### config.mk
export PLATFORM = sky130hd
export DESIGN_NAME = lsu_data_align
export DESIGN_NICKNAME = d
export VERILOG_FILES = /design/src/lsu_pkg.sv /design/src/lsu_data_align.sv
export SDC_FILE = /design/constraint.sdc
export NUM_CORES = 1
export LEC_CHECK = 0
export ABC_AREA = 1
export BUFFER_PORTS_ARGS = -buffer_cell sky130_fd_sc_hd__buf_2
export CAP_MARGIN = 15
export CORE_ASPECT_RATIO = 1.5
export CORE_MARGIN = 5
export CORE_UTILIZATION = 25
export DETAILED_ROUTE_END_ITERATION = 12
export SLEW_MARGIN = 20
export SYNTH_ARGS = -nofsm -noshare
export SYNTH_HDL_FRONTEND = slang
export SYNTH_SLANG_ARGS = --single-unit
### constraint.sdc
create_clock -name clock -period 1.87 [get_ports clock]
set_input_delay 0.2805 -clock clock [delete_from_list [all_inputs] [get_ports clock]]
set_output_delay 0.2805 -clock clock [all_outputs]
set_load 0.005 [all_outputs]
### src/lsu_pkg.sv
`default_nettype none

package lsu_pkg;

    localparam int XLEN       = 64;
    localparam int ADDR_WIDTH = 32;
    localparam int STRB_WIDTH = XLEN / 8;

    // same code as AxSIZE once zero extended
    typedef enum logic [1:0] {
        BYTE   = 2'd0,
        HALF   = 2'd1,
        WORD   = 2'd2,
        DOUBLE = 2'd3
    } lsu_size_e;

    // store sequence
    typedef enum logic [2:0] {
        W_IDLE,
        W_AW,
        W_DATA,
        W_RESP,
        W_DONE
    } wr_state_e;

    // load sequence
    typedef enum logic [1:0] {
        R_IDLE,
        R_AR,
        R_DATA,
        R_DONE
    } rd_state_e;

    typedef enum logic [1:0] {
        S_IDLE,
        S_WDATA,
        S_WAIT,
        S_RESP
    } slv_state_e;

endpackage

`default_nettype wire

### src/lsu_data_align.sv
`default_nettype none

module lsu_data_align
    import lsu_pkg::*;
(
    input  wire                   clock,
    input  wire                   reset,
    input  wire                   capture_i,
    input  wire                   rdata_capture_i,
    input  wire [ADDR_WIDTH-1:0]  req_addr_i,
    input  wire lsu_size_e        req_size_i,
    input  wire [XLEN-1:0]        req_wdata_i,
    input  wire [XLEN-1:0]        r_data_i,
    output logic [ADDR_WIDTH-1:0] addr_o,
    output logic [2:0]            size_o,
    output logic [XLEN-1:0]       w_data_o,
    output logic [STRB_WIDTH-1:0] w_strb_o,
    output logic [XLEN-1:0]       rsp_rdata_o
);

    logic [ADDR_WIDTH-1:0] addr_q;
    lsu_size_e             size_q;
    logic [XLEN-1:0]       wdata_q;
    logic [XLEN-1:0]       rdata_q;  // raw R beat, all lanes
    logic [5:0]            shamt;    // lane offset in bits

    function automatic logic [STRB_WIDTH-1:0] size_strb(lsu_size_e size);
        case (size)
            BYTE:    return STRB_WIDTH'(1);
            HALF:    return STRB_WIDTH'(3);
            WORD:    return STRB_WIDTH'(15);
            default: return '1;
        endcase
    endfunction

    function automatic logic [XLEN-1:0] size_mask(lsu_size_e size);
        case (size)
            BYTE:    return {{(XLEN-8){1'b0}}, {8{1'b1}}};
            HALF:    return {{(XLEN-16){1'b0}}, {16{1'b1}}};
            WORD:    return {{(XLEN-32){1'b0}}, {32{1'b1}}};
            default: return '1;
        endcase
    endfunction

    always_ff @(posedge clock or negedge reset) begin
        if (!reset) begin
            addr_q <= '0;
            size_q <= BYTE;
        end else if (capture_i) begin
            addr_q <= req_addr_i;
            size_q <= req_size_i;
        end
    end

    always_ff @(posedge clock) begin
        if (capture_i) begin
            wdata_q <= req_wdata_i;
        end
        if (rdata_capture_i) begin
            rdata_q <= r_data_i;
        end
    end

    assign shamt = {addr_q[2:0], 3'b000};

    assign addr_o   = addr_q;          // shared by AW and AR
    assign size_o   = {1'b0, size_q};
    assign w_data_o = wdata_q << shamt;
    assign w_strb_o = size_strb(size_q) << addr_q[2:0];

    // back down to bit 0, zero extended
    assign rsp_rdata_o = (rdata_q >> shamt) & size_mask(size_q);

    // the core must never issue a misaligned access
    a_aligned: assert property (@(posedge clock) disable iff (!reset)
        capture_i |=> ({1'b0, addr_q[2:0]} & ((4'd1 << size_q) - 4'd1)) == 4'd0);

endmodule

`default_nettype wire

==> results_dict.tcl <==
set metrics [dict create \
    outcome "finished with violations" \
    violations "setup timing" \
    power.static_leakage_nw 6.91 \
    nNetsFinal 1778 \
    worst_ep_arrival_time_ns 2.04 \
    powerDensity_nw_per_um2 808 \
    pin_count_of_the_biggest_net_entering_global_routing 65 \
    route.vias.total 9838 \
    ios 337 \
    report.final.hold_viol_count 0 \
    unrepaired_setup_endpoints_after_global_routing "yes" \
    synth-seq-area-share_pct 50.5 \
    start_util_pct 25.3 \
    multi_input_comb_area_um2 4220 \
    detailedPlacementHpwl_mm 29.7 \
    worst_pin_slew_ns 0.532 \
    final.fill_count 3759 \
    totalWireLength_mm 39.9 \
    cp.required_ns 1.59 \
    postLayoutCellArea_um2 14200 \
    worst_path_max_delay_cell "dfrtp_4" \
    drive_above_1_share_pct 35.6 \
    gp_congestion 0.932 \
    floorplan.core_area_um2 36700 \
    clock_tree.htree_level_count 4 \
    yosysWarningCount 0 \
    synth.lib_cells_used.distinct 27 \
    grt_first_pass_wirelength_mm 57.3 \
    timing.final.max_slew_violations 0 \
    synthCells 1165 \
    die_area_um2 41200 \
    ys_seq_elements 162 \
    overflow 0 \
    crit_fanout 8 \
    clkLatencyLatePin_ns 0.44 \
    timing.rr.start "addr_o[0]" \
    io_buf_count 335 \
    layout_worst_path_cycle_share_pct 124 \
    final_critical_path_setup_slack_ns -0.447 \
    row_count 86 \
    grt_pass1_vias 9790 \
    crit_path_end_kind "output port" \
    critical_path.cell_chain "buf_12, buf_4, nand2_2, nand2_1, nand2_1, nand2_2, o21ai_2, buf_2" \
    worst_path_dominant_cell_family "flip-flops" \
    crit_path_start_kind "flip-flop" \
    critical_path.reg2reg.endpoint "addr_o[0]" \
    clock.fmax_ghz 0.432 \
    report.final.setup_viol 136 \
    drt-vias-per-instance 4.65 \
    drt_drc_violations_left 0 \
    final.min_clock_period_ns 2.32 \
    first_pass_iters 5 \
    crit_end "rsp_rdata_o[2]" \
    critPathMaxStageDelay_ns 0.57 \
    worst-setup-path-type "reg -> out" \
    critical_path_cell_count 8 \
    post_dp_cell_area_um2 11700 \
    avgSynthCellArea_um2 7.97 \
    final_core_util_pct 38.8 \
    tritoncts_clock_tree "built" \
    post_synth_instance_area_um2 9290 \
    global_route.usage.total_pct 18.2 \
    drtIter0Drc 705 \
    hold_path_class "in -> reg" \
    crit_path_buf_inv_count 3 \
    slew_headroom_pct 64.6 \
    hold-worst-slack_ns 0.0198 \
    die_height_um 246 \
    setup.worst_path.start "addr_o[0]" \
    regArea_um2 4700 \
    antenna_found_initial 12 \
    cap_viol_max_count 0 \
    cts.path.max_buffers 2 \
    antenna_left 0 \
    tritoncts_num_sinks 162 \
    worst_setup_hold_path_clk_slew_ns 0.07 \
    r2r_setup_slk_ns 0.62 \
    vdd_ir_drop_max_uv 461 \
    timing.clock.skew_ns 0 \
    syn2layout_area_growth_pct 53.2 \
    synth.net_count 1331 \
    cts-buffers-inserted 17 \
    die_x_um 167 \
    wl_per_cell_um 18.9 \
    timing.reg2reg.worst_path_depth 3 \
    cts.root.buffer_cell "clkbuf_16" \
]
## stage by stage
| step | std cells | setup slack [ns] | setup TNS (ns) | power (mW) |
|---|---|---|---|---|
| 3_3_place_gp | 1948 | 0.0733 | 0 | 7.29 |
| 5_1_grt | 2113 | -0.503 | -50.16 | 12.1 |
| 4_1_cts | 2098 | -0.430 | -39.74 | 11.4 |
| 6_report | 2115 | -0.447 | -37.54 | 11.5 |
| 2_1_floorplan | 1165 | 0.407 | 0 | 5.94 |
| 3_5_place_dp | 1948 | 0.0629 | 0 | 7.30 |
## how the worst min path moves through the flow
stage | endpoint | from | slack (ns) | depth (start not counted)
2_1_floorplan | addr_o[0] | reset | -0.02 | 0
3_3_place_gp | addr_o[17] | reset | 0.27 | 1
3_5_place_dp | addr_o[16] | reset | 0.29 | 1
4_1_cts | rdata_q[51] | r_data_i[51] | 0.0005 | 1
5_1_grt | rdata_q[32] | r_data_i[32] | 0.003 | 1
6_report | wdata_q[32] | req_wdata_i[32] | 0.02 | 1
## metal layers
layer / track usage [%] / wire length [µm] / share of wire, %
met2: 32.5 / 20900 / 52
met3: 4.35 / 2590 / 6.5
met4: 8.98 / 1770 / 4.4
met1: 20.2 / 14600 / 37
met5: 0 / 49 / 0.12
## placed cells by master (no fill, tap or decap), types with 18 or more instances in the layout
| master | instances |
|---|---|
| nand3_1 | 151 |
| inv_1 | 92 |
| buf_4 | 22 |
| buf_12 | 18 |
| edfxtp_1 | 128 |
| mux2_2 | 29 |
| nand3_2 | 18 |
| nand2_1 | 385 |
| dlygate4sd3_1 | 116 |
| o211ai_1 | 31 |
| nand2_2 | 44 |
| clkbuf_16 | 25 |
| buf_2 | 331 |
| nor2_1 | 69 |
| nor2_2 | 23 |
| dfrtp_1 | 31 |
## worst register-to-register path: cells and delay by family, from the launching register on
kind	cells	cell delay (ns)
compound gates	1	0.09
buf+inv	2	0.46
flops	1	0.57
## area by class of cell
cell class,count,area share [%]
inverters,97,2.70
clock buffers,23,3.89
diodes,6,0.105
multi-input cells,828,29.7
clock inverters,9,0.527
well taps,484,4.25
repair buffers,506,25.8
flip-flops and latches,162,33.0
## registers in the layout, summed over array words and instances, names as in the netlist
name     flops
wdata_q     64
size_q       2
rdata_q     64
addr_o      32
## cell families after synthesis
group | count (synthesis) | share of synthesized area, %
and+or+nand+nor | 706 | 31.2
buffers and inverters | 175 | 8.77
DFF | 162 | 50.5
muxes | 29 | 3.52
other | 1 | 0.0404
AOI/OAI and AO/OA | 92 | 5.91
## Yosys cell counts, drive strengths merged
cell / count / share of area (%)
o211ai: 32 / 2.6
nor3: 2 / 0.11
a21oi: 25 / 1.4
inv: 97 / 4.0
edfxtp: 128 / 41
nand3: 170 / 9.2
nand2: 435 / 18
clkbuf: 12 / 0.48
conb: 1 / 0.040
o21ai: 35 / 1.9
mux2: 29 / 3.5
nand4: 1 / 0.067
and2: 2 / 0.13
nor2: 96 / 4.2
buf: 66 / 4.3
dfrtp: 34 / 9.2
## repair_timing
action                                  4_1_cts  5_1_grt
setup buffers                                 1        5
hold buffers                                116        0
endpoints found under the setup margin      136      139
pin swaps                                    14       34
hold endpoints to repair                    136        0
resized for setup                            34      128
cloned                                        1        6
## power by group
part / leakage, nW / switching (mW) / total, mW / internal, mW
clock network: 0.314 / 1.58 / 3.70 / 2.12
logic: 4.94 / 1.94 / 3.39 / 1.45
registers: 1.65 / 0.191 / 4.42 / 4.23
No activity file was read; power rests on OpenSTA's default activity.
