### config.mk
export PLATFORM = sky130hd
export DESIGN_NAME = lsu_ctrl_fsm
export DESIGN_NICKNAME = d
export VERILOG_FILES = /design/src/axi_pkg.sv /design/src/lsu_pkg.sv /design/src/lsu_ctrl_fsm.sv
export SDC_FILE = /design/constraint.sdc
export NUM_CORES = 1
export LEC_CHECK = 0
export ABC_AREA = 0
export BUFFER_PORTS_ARGS = -buffer_cell sky130_fd_sc_hd__buf_2
export CORE_AREA = 2 2 39 41
export CTS_CLUSTER_SIZE = 10
export DETAILED_ROUTE_END_ITERATION = 10
export DIE_AREA = 0 0 41 43
export PLACE_DENSITY = 0.67
export RECOVER_POWER = 100
export REMOVE_ABC_BUFFERS = 1
export SYNTH_ARGS = -nofsm -noshare
export SYNTH_HDL_FRONTEND = slang
export SYNTH_SLANG_ARGS = --single-unit
### constraint.sdc
create_clock -name clock -period 3.93 [get_ports clock]
set_input_delay 0.1965 -clock clock [delete_from_list [all_inputs] [get_ports clock]]
set_output_delay 0.1965 -clock clock [all_outputs]
set_load 0.01 [all_outputs]
### src/axi_pkg.sv
`default_nettype none

package axi_pkg;

    // the bridge always drives id 1 on this width
    localparam int AXI_ID_WIDTH = 4;

    typedef enum logic [1:0] {
        FIXED = 2'b00,
        INCR  = 2'b01,
        WRAP  = 2'b10
    } axi_burst_e;

    typedef enum logic [1:0] {
        OKAY   = 2'b00,
        EXOKAY = 2'b01,
        SLVERR = 2'b10,  // address past the end of the array
        DECERR = 2'b11
    } axi_resp_e;

    // unprivileged secure data access, all prot bits clear
    localparam logic [2:0] AXI_PROT_DATA = 3'b000;

    // normal non-cacheable non-bufferable
    localparam logic [3:0] AXI_CACHE_NORMAL = 4'b0010;

endpackage

`default_nettype wire

### src/lsu_pkg.sv
`default_nettype none

package lsu_pkg;

    localparam int XLEN       = 64;
    localparam int ADDR_WIDTH = 32;
    localparam int STRB_WIDTH = XLEN / 8;

    // same code as AxSIZE once zero extended
    typedef enum logic [1:0] {
        BYTE   = 2'd0,
        HALF   = 2'd1,
        WORD   = 2'd2,
        DOUBLE = 2'd3
    } lsu_size_e;

    // store sequence
    typedef enum logic [2:0] {
        W_IDLE,
        W_AW,
        W_DATA,
        W_RESP,
        W_DONE
    } wr_state_e;

    // load sequence
    typedef enum logic [1:0] {
        R_IDLE,
        R_AR,
        R_DATA,
        R_DONE
    } rd_state_e;

    typedef enum logic [1:0] {
        S_IDLE,
        S_WDATA,
        S_WAIT,
        S_RESP
    } slv_state_e;

endpackage

`default_nettype wire

### src/lsu_ctrl_fsm.sv
`default_nettype none

module lsu_ctrl_fsm
    import axi_pkg::*;
    import lsu_pkg::*;
(
    input  wire            clock,
    input  wire            reset,
    input  wire            req_valid_i,
    input  wire            req_write_i,
    input  wire            aw_ready_i,
    input  wire            w_ready_i,
    input  wire            b_valid_i,
    input  wire axi_resp_e b_resp_i,
    input  wire            ar_ready_i,
    input  wire            r_valid_i,
    input  wire axi_resp_e r_resp_i,
    input  wire            rsp_ready_i,
    output logic           req_ready_o,
    output logic           aw_valid_o,
    output logic           w_valid_o,
    output logic           b_ready_o,
    output logic           ar_valid_o,
    output logic           r_ready_o,
    output logic           capture_o,
    output logic           rdata_capture_o,
    output logic           rsp_valid_o,
    output logic           rsp_write_o,
    output logic           rsp_error_o
);

    wr_state_e wr_state;
    wr_state_e wr_state_next;
    rd_state_e rd_state;
    rd_state_e rd_state_next;
    logic      accept;
    logic      err_q;  // bresp or rresp was not OKAY

    assign req_ready_o = (wr_state == W_IDLE) && (rd_state == R_IDLE);
    assign accept      = req_valid_i && req_ready_o;
    assign capture_o   = accept;

    always_ff @(posedge clock or negedge reset) begin
        if (!reset) begin
            wr_state <= W_IDLE;
            rd_state <= R_IDLE;
        end else begin
            wr_state <= wr_state_next;
            rd_state <= rd_state_next;
        end
    end

    always_comb begin
        wr_state_next = wr_state;
        case (wr_state)
            W_IDLE: begin
                if (accept && req_write_i) begin
                    wr_state_next = W_AW;
                end
            end
            W_AW: begin
                if (aw_ready_i) begin
                    wr_state_next = W_DATA;
                end
            end
            W_DATA: begin
                if (w_ready_i) begin
                    wr_state_next = W_RESP;
                end
            end
            W_RESP: begin
                if (b_valid_i) begin
                    wr_state_next = W_DONE;
                end
            end
            W_DONE: begin
                if (rsp_ready_i) begin
                    wr_state_next = W_IDLE;
                end
            end
            default: wr_state_next = W_IDLE;
        endcase
    end

    always_comb begin
        rd_state_next = rd_state;
        case (rd_state)
            R_IDLE: begin
                if (accept && !req_write_i) begin
                    rd_state_next = R_AR;
                end
            end
            R_AR: begin
                if (ar_ready_i) begin
                    rd_state_next = R_DATA;
                end
            end
            R_DATA: begin
                if (r_valid_i) begin
                    rd_state_next = R_DONE;
                end
            end
            R_DONE: begin
                if (rsp_ready_i) begin
                    rd_state_next = R_IDLE;
                end
            end
            default: rd_state_next = R_IDLE;
        endcase
    end

    always_ff @(posedge clock or negedge reset) begin
        if (!reset) begin
            err_q <= 1'b0;
        end else if (b_valid_i && b_ready_o) begin
            err_q <= (b_resp_i != OKAY);
        end else if (r_valid_i && r_ready_o) begin
            err_q <= (r_resp_i != OKAY);
        end
    end

    assign aw_valid_o      = (wr_state == W_AW);
    assign w_valid_o       = (wr_state == W_DATA);
    assign b_ready_o       = (wr_state == W_RESP);
    assign ar_valid_o      = (rd_state == R_AR);
    assign r_ready_o       = (rd_state == R_DATA);
    assign rdata_capture_o = r_valid_i && r_ready_o;  // load beat into aligner

    assign rsp_valid_o = (wr_state == W_DONE) || (rd_state == R_DONE);
    assign rsp_write_o = (wr_state == W_DONE);
    assign rsp_error_o = err_q;

    a_aw_hold: assert property (@(posedge clock) disable iff (!reset)
        aw_valid_o && !aw_ready_i |=> aw_valid_o);

    a_ar_hold: assert property (@(posedge clock) disable iff (!reset)
        ar_valid_o && !ar_ready_i |=> ar_valid_o);

    // one transaction in flight
    a_one_active: assert property (@(posedge clock) disable iff (!reset)
        !((wr_state != W_IDLE) && (rd_state != R_IDLE)));

endmodule

`default_nettype wire

==> impl_metrics.csv <==
group,metric,value,unit
sta,hold_viol,0,
sta,fin_crit,1800,ps
power_and_ir_drop,irDropWorstVdd,268.9,uV
yosys,ys_seq_area_share,30.30,%
floorplan,die_x,41,um
hold_path,hold_path.startpoint,"b_resp_i[0]",
clocking,cts_sinks,6,
route,vias_per_cell,4.945,
clocking,clk_latency,250,ps
setup_path,critical-path-top-delay-family,"simple AND/OR/NAND/NOR gates",
yosys,synth_cells,50,
yosys,synth_warnings,0,
finish,seq_area,150.1,um2
global_routing,grt_first_pass_wirelength,1607,um
global_routing,grt_pass1_vias,390,
setup_path,crit_path_max_incr_delay,400,ps
setup_path,rr_startpoint,"rd_state[0]",
floorplan,core-area,1384,um2
finish,drive_above_1_share,29.33,%
setup_path,worst_setup_path_start_kind,"flip-flop",
hold_path,hold_class,"primary input to flip-flop",
power_and_ir_drop,powerDensity,679.1,nW/um2
clocking,cts-resized-gates,0,
yosys,synth_top_area_cell,"dfrtp_1",
setup_path,critPathArrivalTime,1600,ps
global_routing,grt_overflow,0,
route,drtIter0Drc,5,
finish,n_fill_cell,148,
finish,diodes,0,
sta,tns,0,ps
setup_path,startpoint,"rd_state[0]",
power_and_ir_drop,p_leak,0.0003141,uW
place,numPortBuffers,24,
power_and_ir_drop,power,423.2,uW
yosys,synth_commonest_cells,"7 x inv_1, 6 x dfrtp_1, 5 x ha_1",
route,ant_nets,0,
floorplan,boundaryPins,25,
route,drc,0,
sta,fin_crit_sh,45.81,%
clocking,postCtsHoldBufs,1,
clocking,cts-htree-levels,1,
global_routing,antenna_found_initial,0,
sta,finalSetupViolations,0,
finish,multi_input_area,287.8,um2
setup_path,cp_num_buf_inv,2,
global_routing,grt_max_degree,11,
sta,skew,12.51,ps
sta,fmax,555.4,MHz
sta,worst_pin_slew,348.2,ps
setup_path,required,3730,ps
sta,rsz0062_at_grt,"no",
clocking,post_cts_buffers,0,
place,hpwl,818.7,um
setup_path,cpMaxStageDelayCell,"dfrtp_1",
setup_path,critPathKind,"flip-flop to primary output",
run_status,status,"finished clean",
floorplan,row_count,14,
sta,slew_headroom,76.78,%
job,maxCapViolCount,0,
setup_path,r2r_slack,2280,ps
yosys,yosys_most_used_dff,"dfrtp_1",
yosys,synth.most_common_cell,"inv_1",
yosys,yosysUniqueCellTypes,25,
route,firstDrtPassIters,4,
finish,area_delta_synth_final,25.76,%
clocking,clkTransAtPathRegs,60,ps
route,wl,1032,um
route,num_vias,450,
setup_path,critPathMaxFanout,4,
clocking,cts_tree,"built",
setup_path,path_cells,"inv_1, ha_1, nor4b_1, and2_0, buf_2",
setup_path,cp-end-kind,"primary output",
floorplan,initial_utilization,35.80,%
yosys,avgSynthCellArea,9.910,um2
finish,finalNetCount,96,
place,globalplace.congestion,0.7870,
floorplan,dieArea,1763,um2
sta,slew_violations,0,
yosys,synth_top_area_share,30.30,%
yosys,async_reset_ff_share,100.0,%
clocking,cts_buffers,3,
yosys,synth-edff-count,0,
global_routing,grt.total_usage,14.08,%
yosys,ys_ff_latch,6,
clocking,root_buffer,"clkbuf_4",
clocking,cts_buffer_depth,2,
route,routedWlPerCell,11.34,um
floorplan,fp.dieH,43,um
yosys,netlist_area,495.5,um2
yosys,ys_top_cells_by_area,"dfrtp_1 30%, ha_1 13%, o41ai_4 5.6%, inv_1 5.3%, buf_6 4.5%",
final timing paths:
path,cells after the start,endpoint
hold reg to reg,2,rsp_error_o
setup reg to reg,5,rd_state[1]
hold / removal,3,rsp_error_o
setup / recovery,5,capture_o
min in group asynchronous,2,rsp_error_o
max in group asynchronous,2,rd_state[1]
metrics by stage:
step	hold WS (ps)	util (%)	setup slack, ps	area, um2	instances
3_3_place_gp	24.12	43.94	2365	608.1	87
5_1_grt	212.2	45.03	1912	623.1	91
2_1_floorplan	-99.09	-	2277	467.9	47
3_5_place_dp	29.84	43.94	2279	608.1	87
6_report	194.3	45.03	2130	623.1	91
4_1_cts	198.7	46.29	2113	640.6	91
report_power, final:
group	total [uW]	internal, uW	switching [uW]
clock	60.2	34.8	25.5
combinational	227	112	116
sequential	136	90.2	45.4
total	423	237	187
flip-flops by register name (all words and copies together), names as in the netlist:
name         count
rsp_error_o      1
wr_state         3
rd_state         2
worst min-delay path: cells and delay by family:
family,cells,cell delay (ps)
AND/OR/NAND/NOR,1,40
AO/OA/AOI/OAI,1,100
buffers and inverters,1,70
routing by layer:
layer / vias up / track usage (%) / share of wire, %
met3: 5 / 3.141 / 5.5
met2: 15 / 20.94 / 49
met4: 0 / 12.00 / 3.7
li1: 220 / - / -
met5: - / 0 / 0
met1: 210 / 15.86 / 41
placed cells by master (no fill, tap or decap):
| cell | instances |
|---|---|
| a21bo_2 | 1 |
| a21oi_1 | 3 |
| a222oi_1 | 1 |
| and2_0 | 1 |
| and3b_2 | 1 |
| buf_2 | 13 |
| clkbuf_1 | 11 |
| clkbuf_4 | 3 |
| dfrtp_1 | 6 |
| dlygate4sd3_1 | 1 |
| ha_1 | 5 |
| inv_1 | 7 |
| mux2_1 | 1 |
| mux2i_1 | 1 |
| mux4_2 | 1 |
| nand2_1 | 3 |
| nand2_2 | 1 |
| nand2b_1 | 1 |
| nand3_1 | 1 |
| nand3b_1 | 1 |
| nand4b_1 | 1 |
| nor2_1 | 4 |
| nor3_1 | 1 |
| nor3b_1 | 3 |
| nor4b_1 | 1 |
| o41ai_4 | 1 |
| or2_2 | 1 |
cell families after synthesis:
kind of cell	count (synthesis)	synth area share (%)
AND/OR/NAND/NOR	20	23.99
buffers and inverters	10	10.86
AO/OA/AOI/OAI	6	12.63
flip-flops	6	30.30
adder cells (fa/ha/maj)	5	12.63
multiplexers	3	9.595
layout make-up:
| class | count | share of cell area (%) |
|---|---|---|
| multi-input combinational | 34 | 46.18 |
| inverter | 7 | 4.217 |
| tap | 16 | 3.213 |
| sequential | 6 | 24.10 |
| timing repair buffer | 25 | 18.67 |
| clock buffer | 3 | 3.614 |
(Power assumes the default switching activity.)
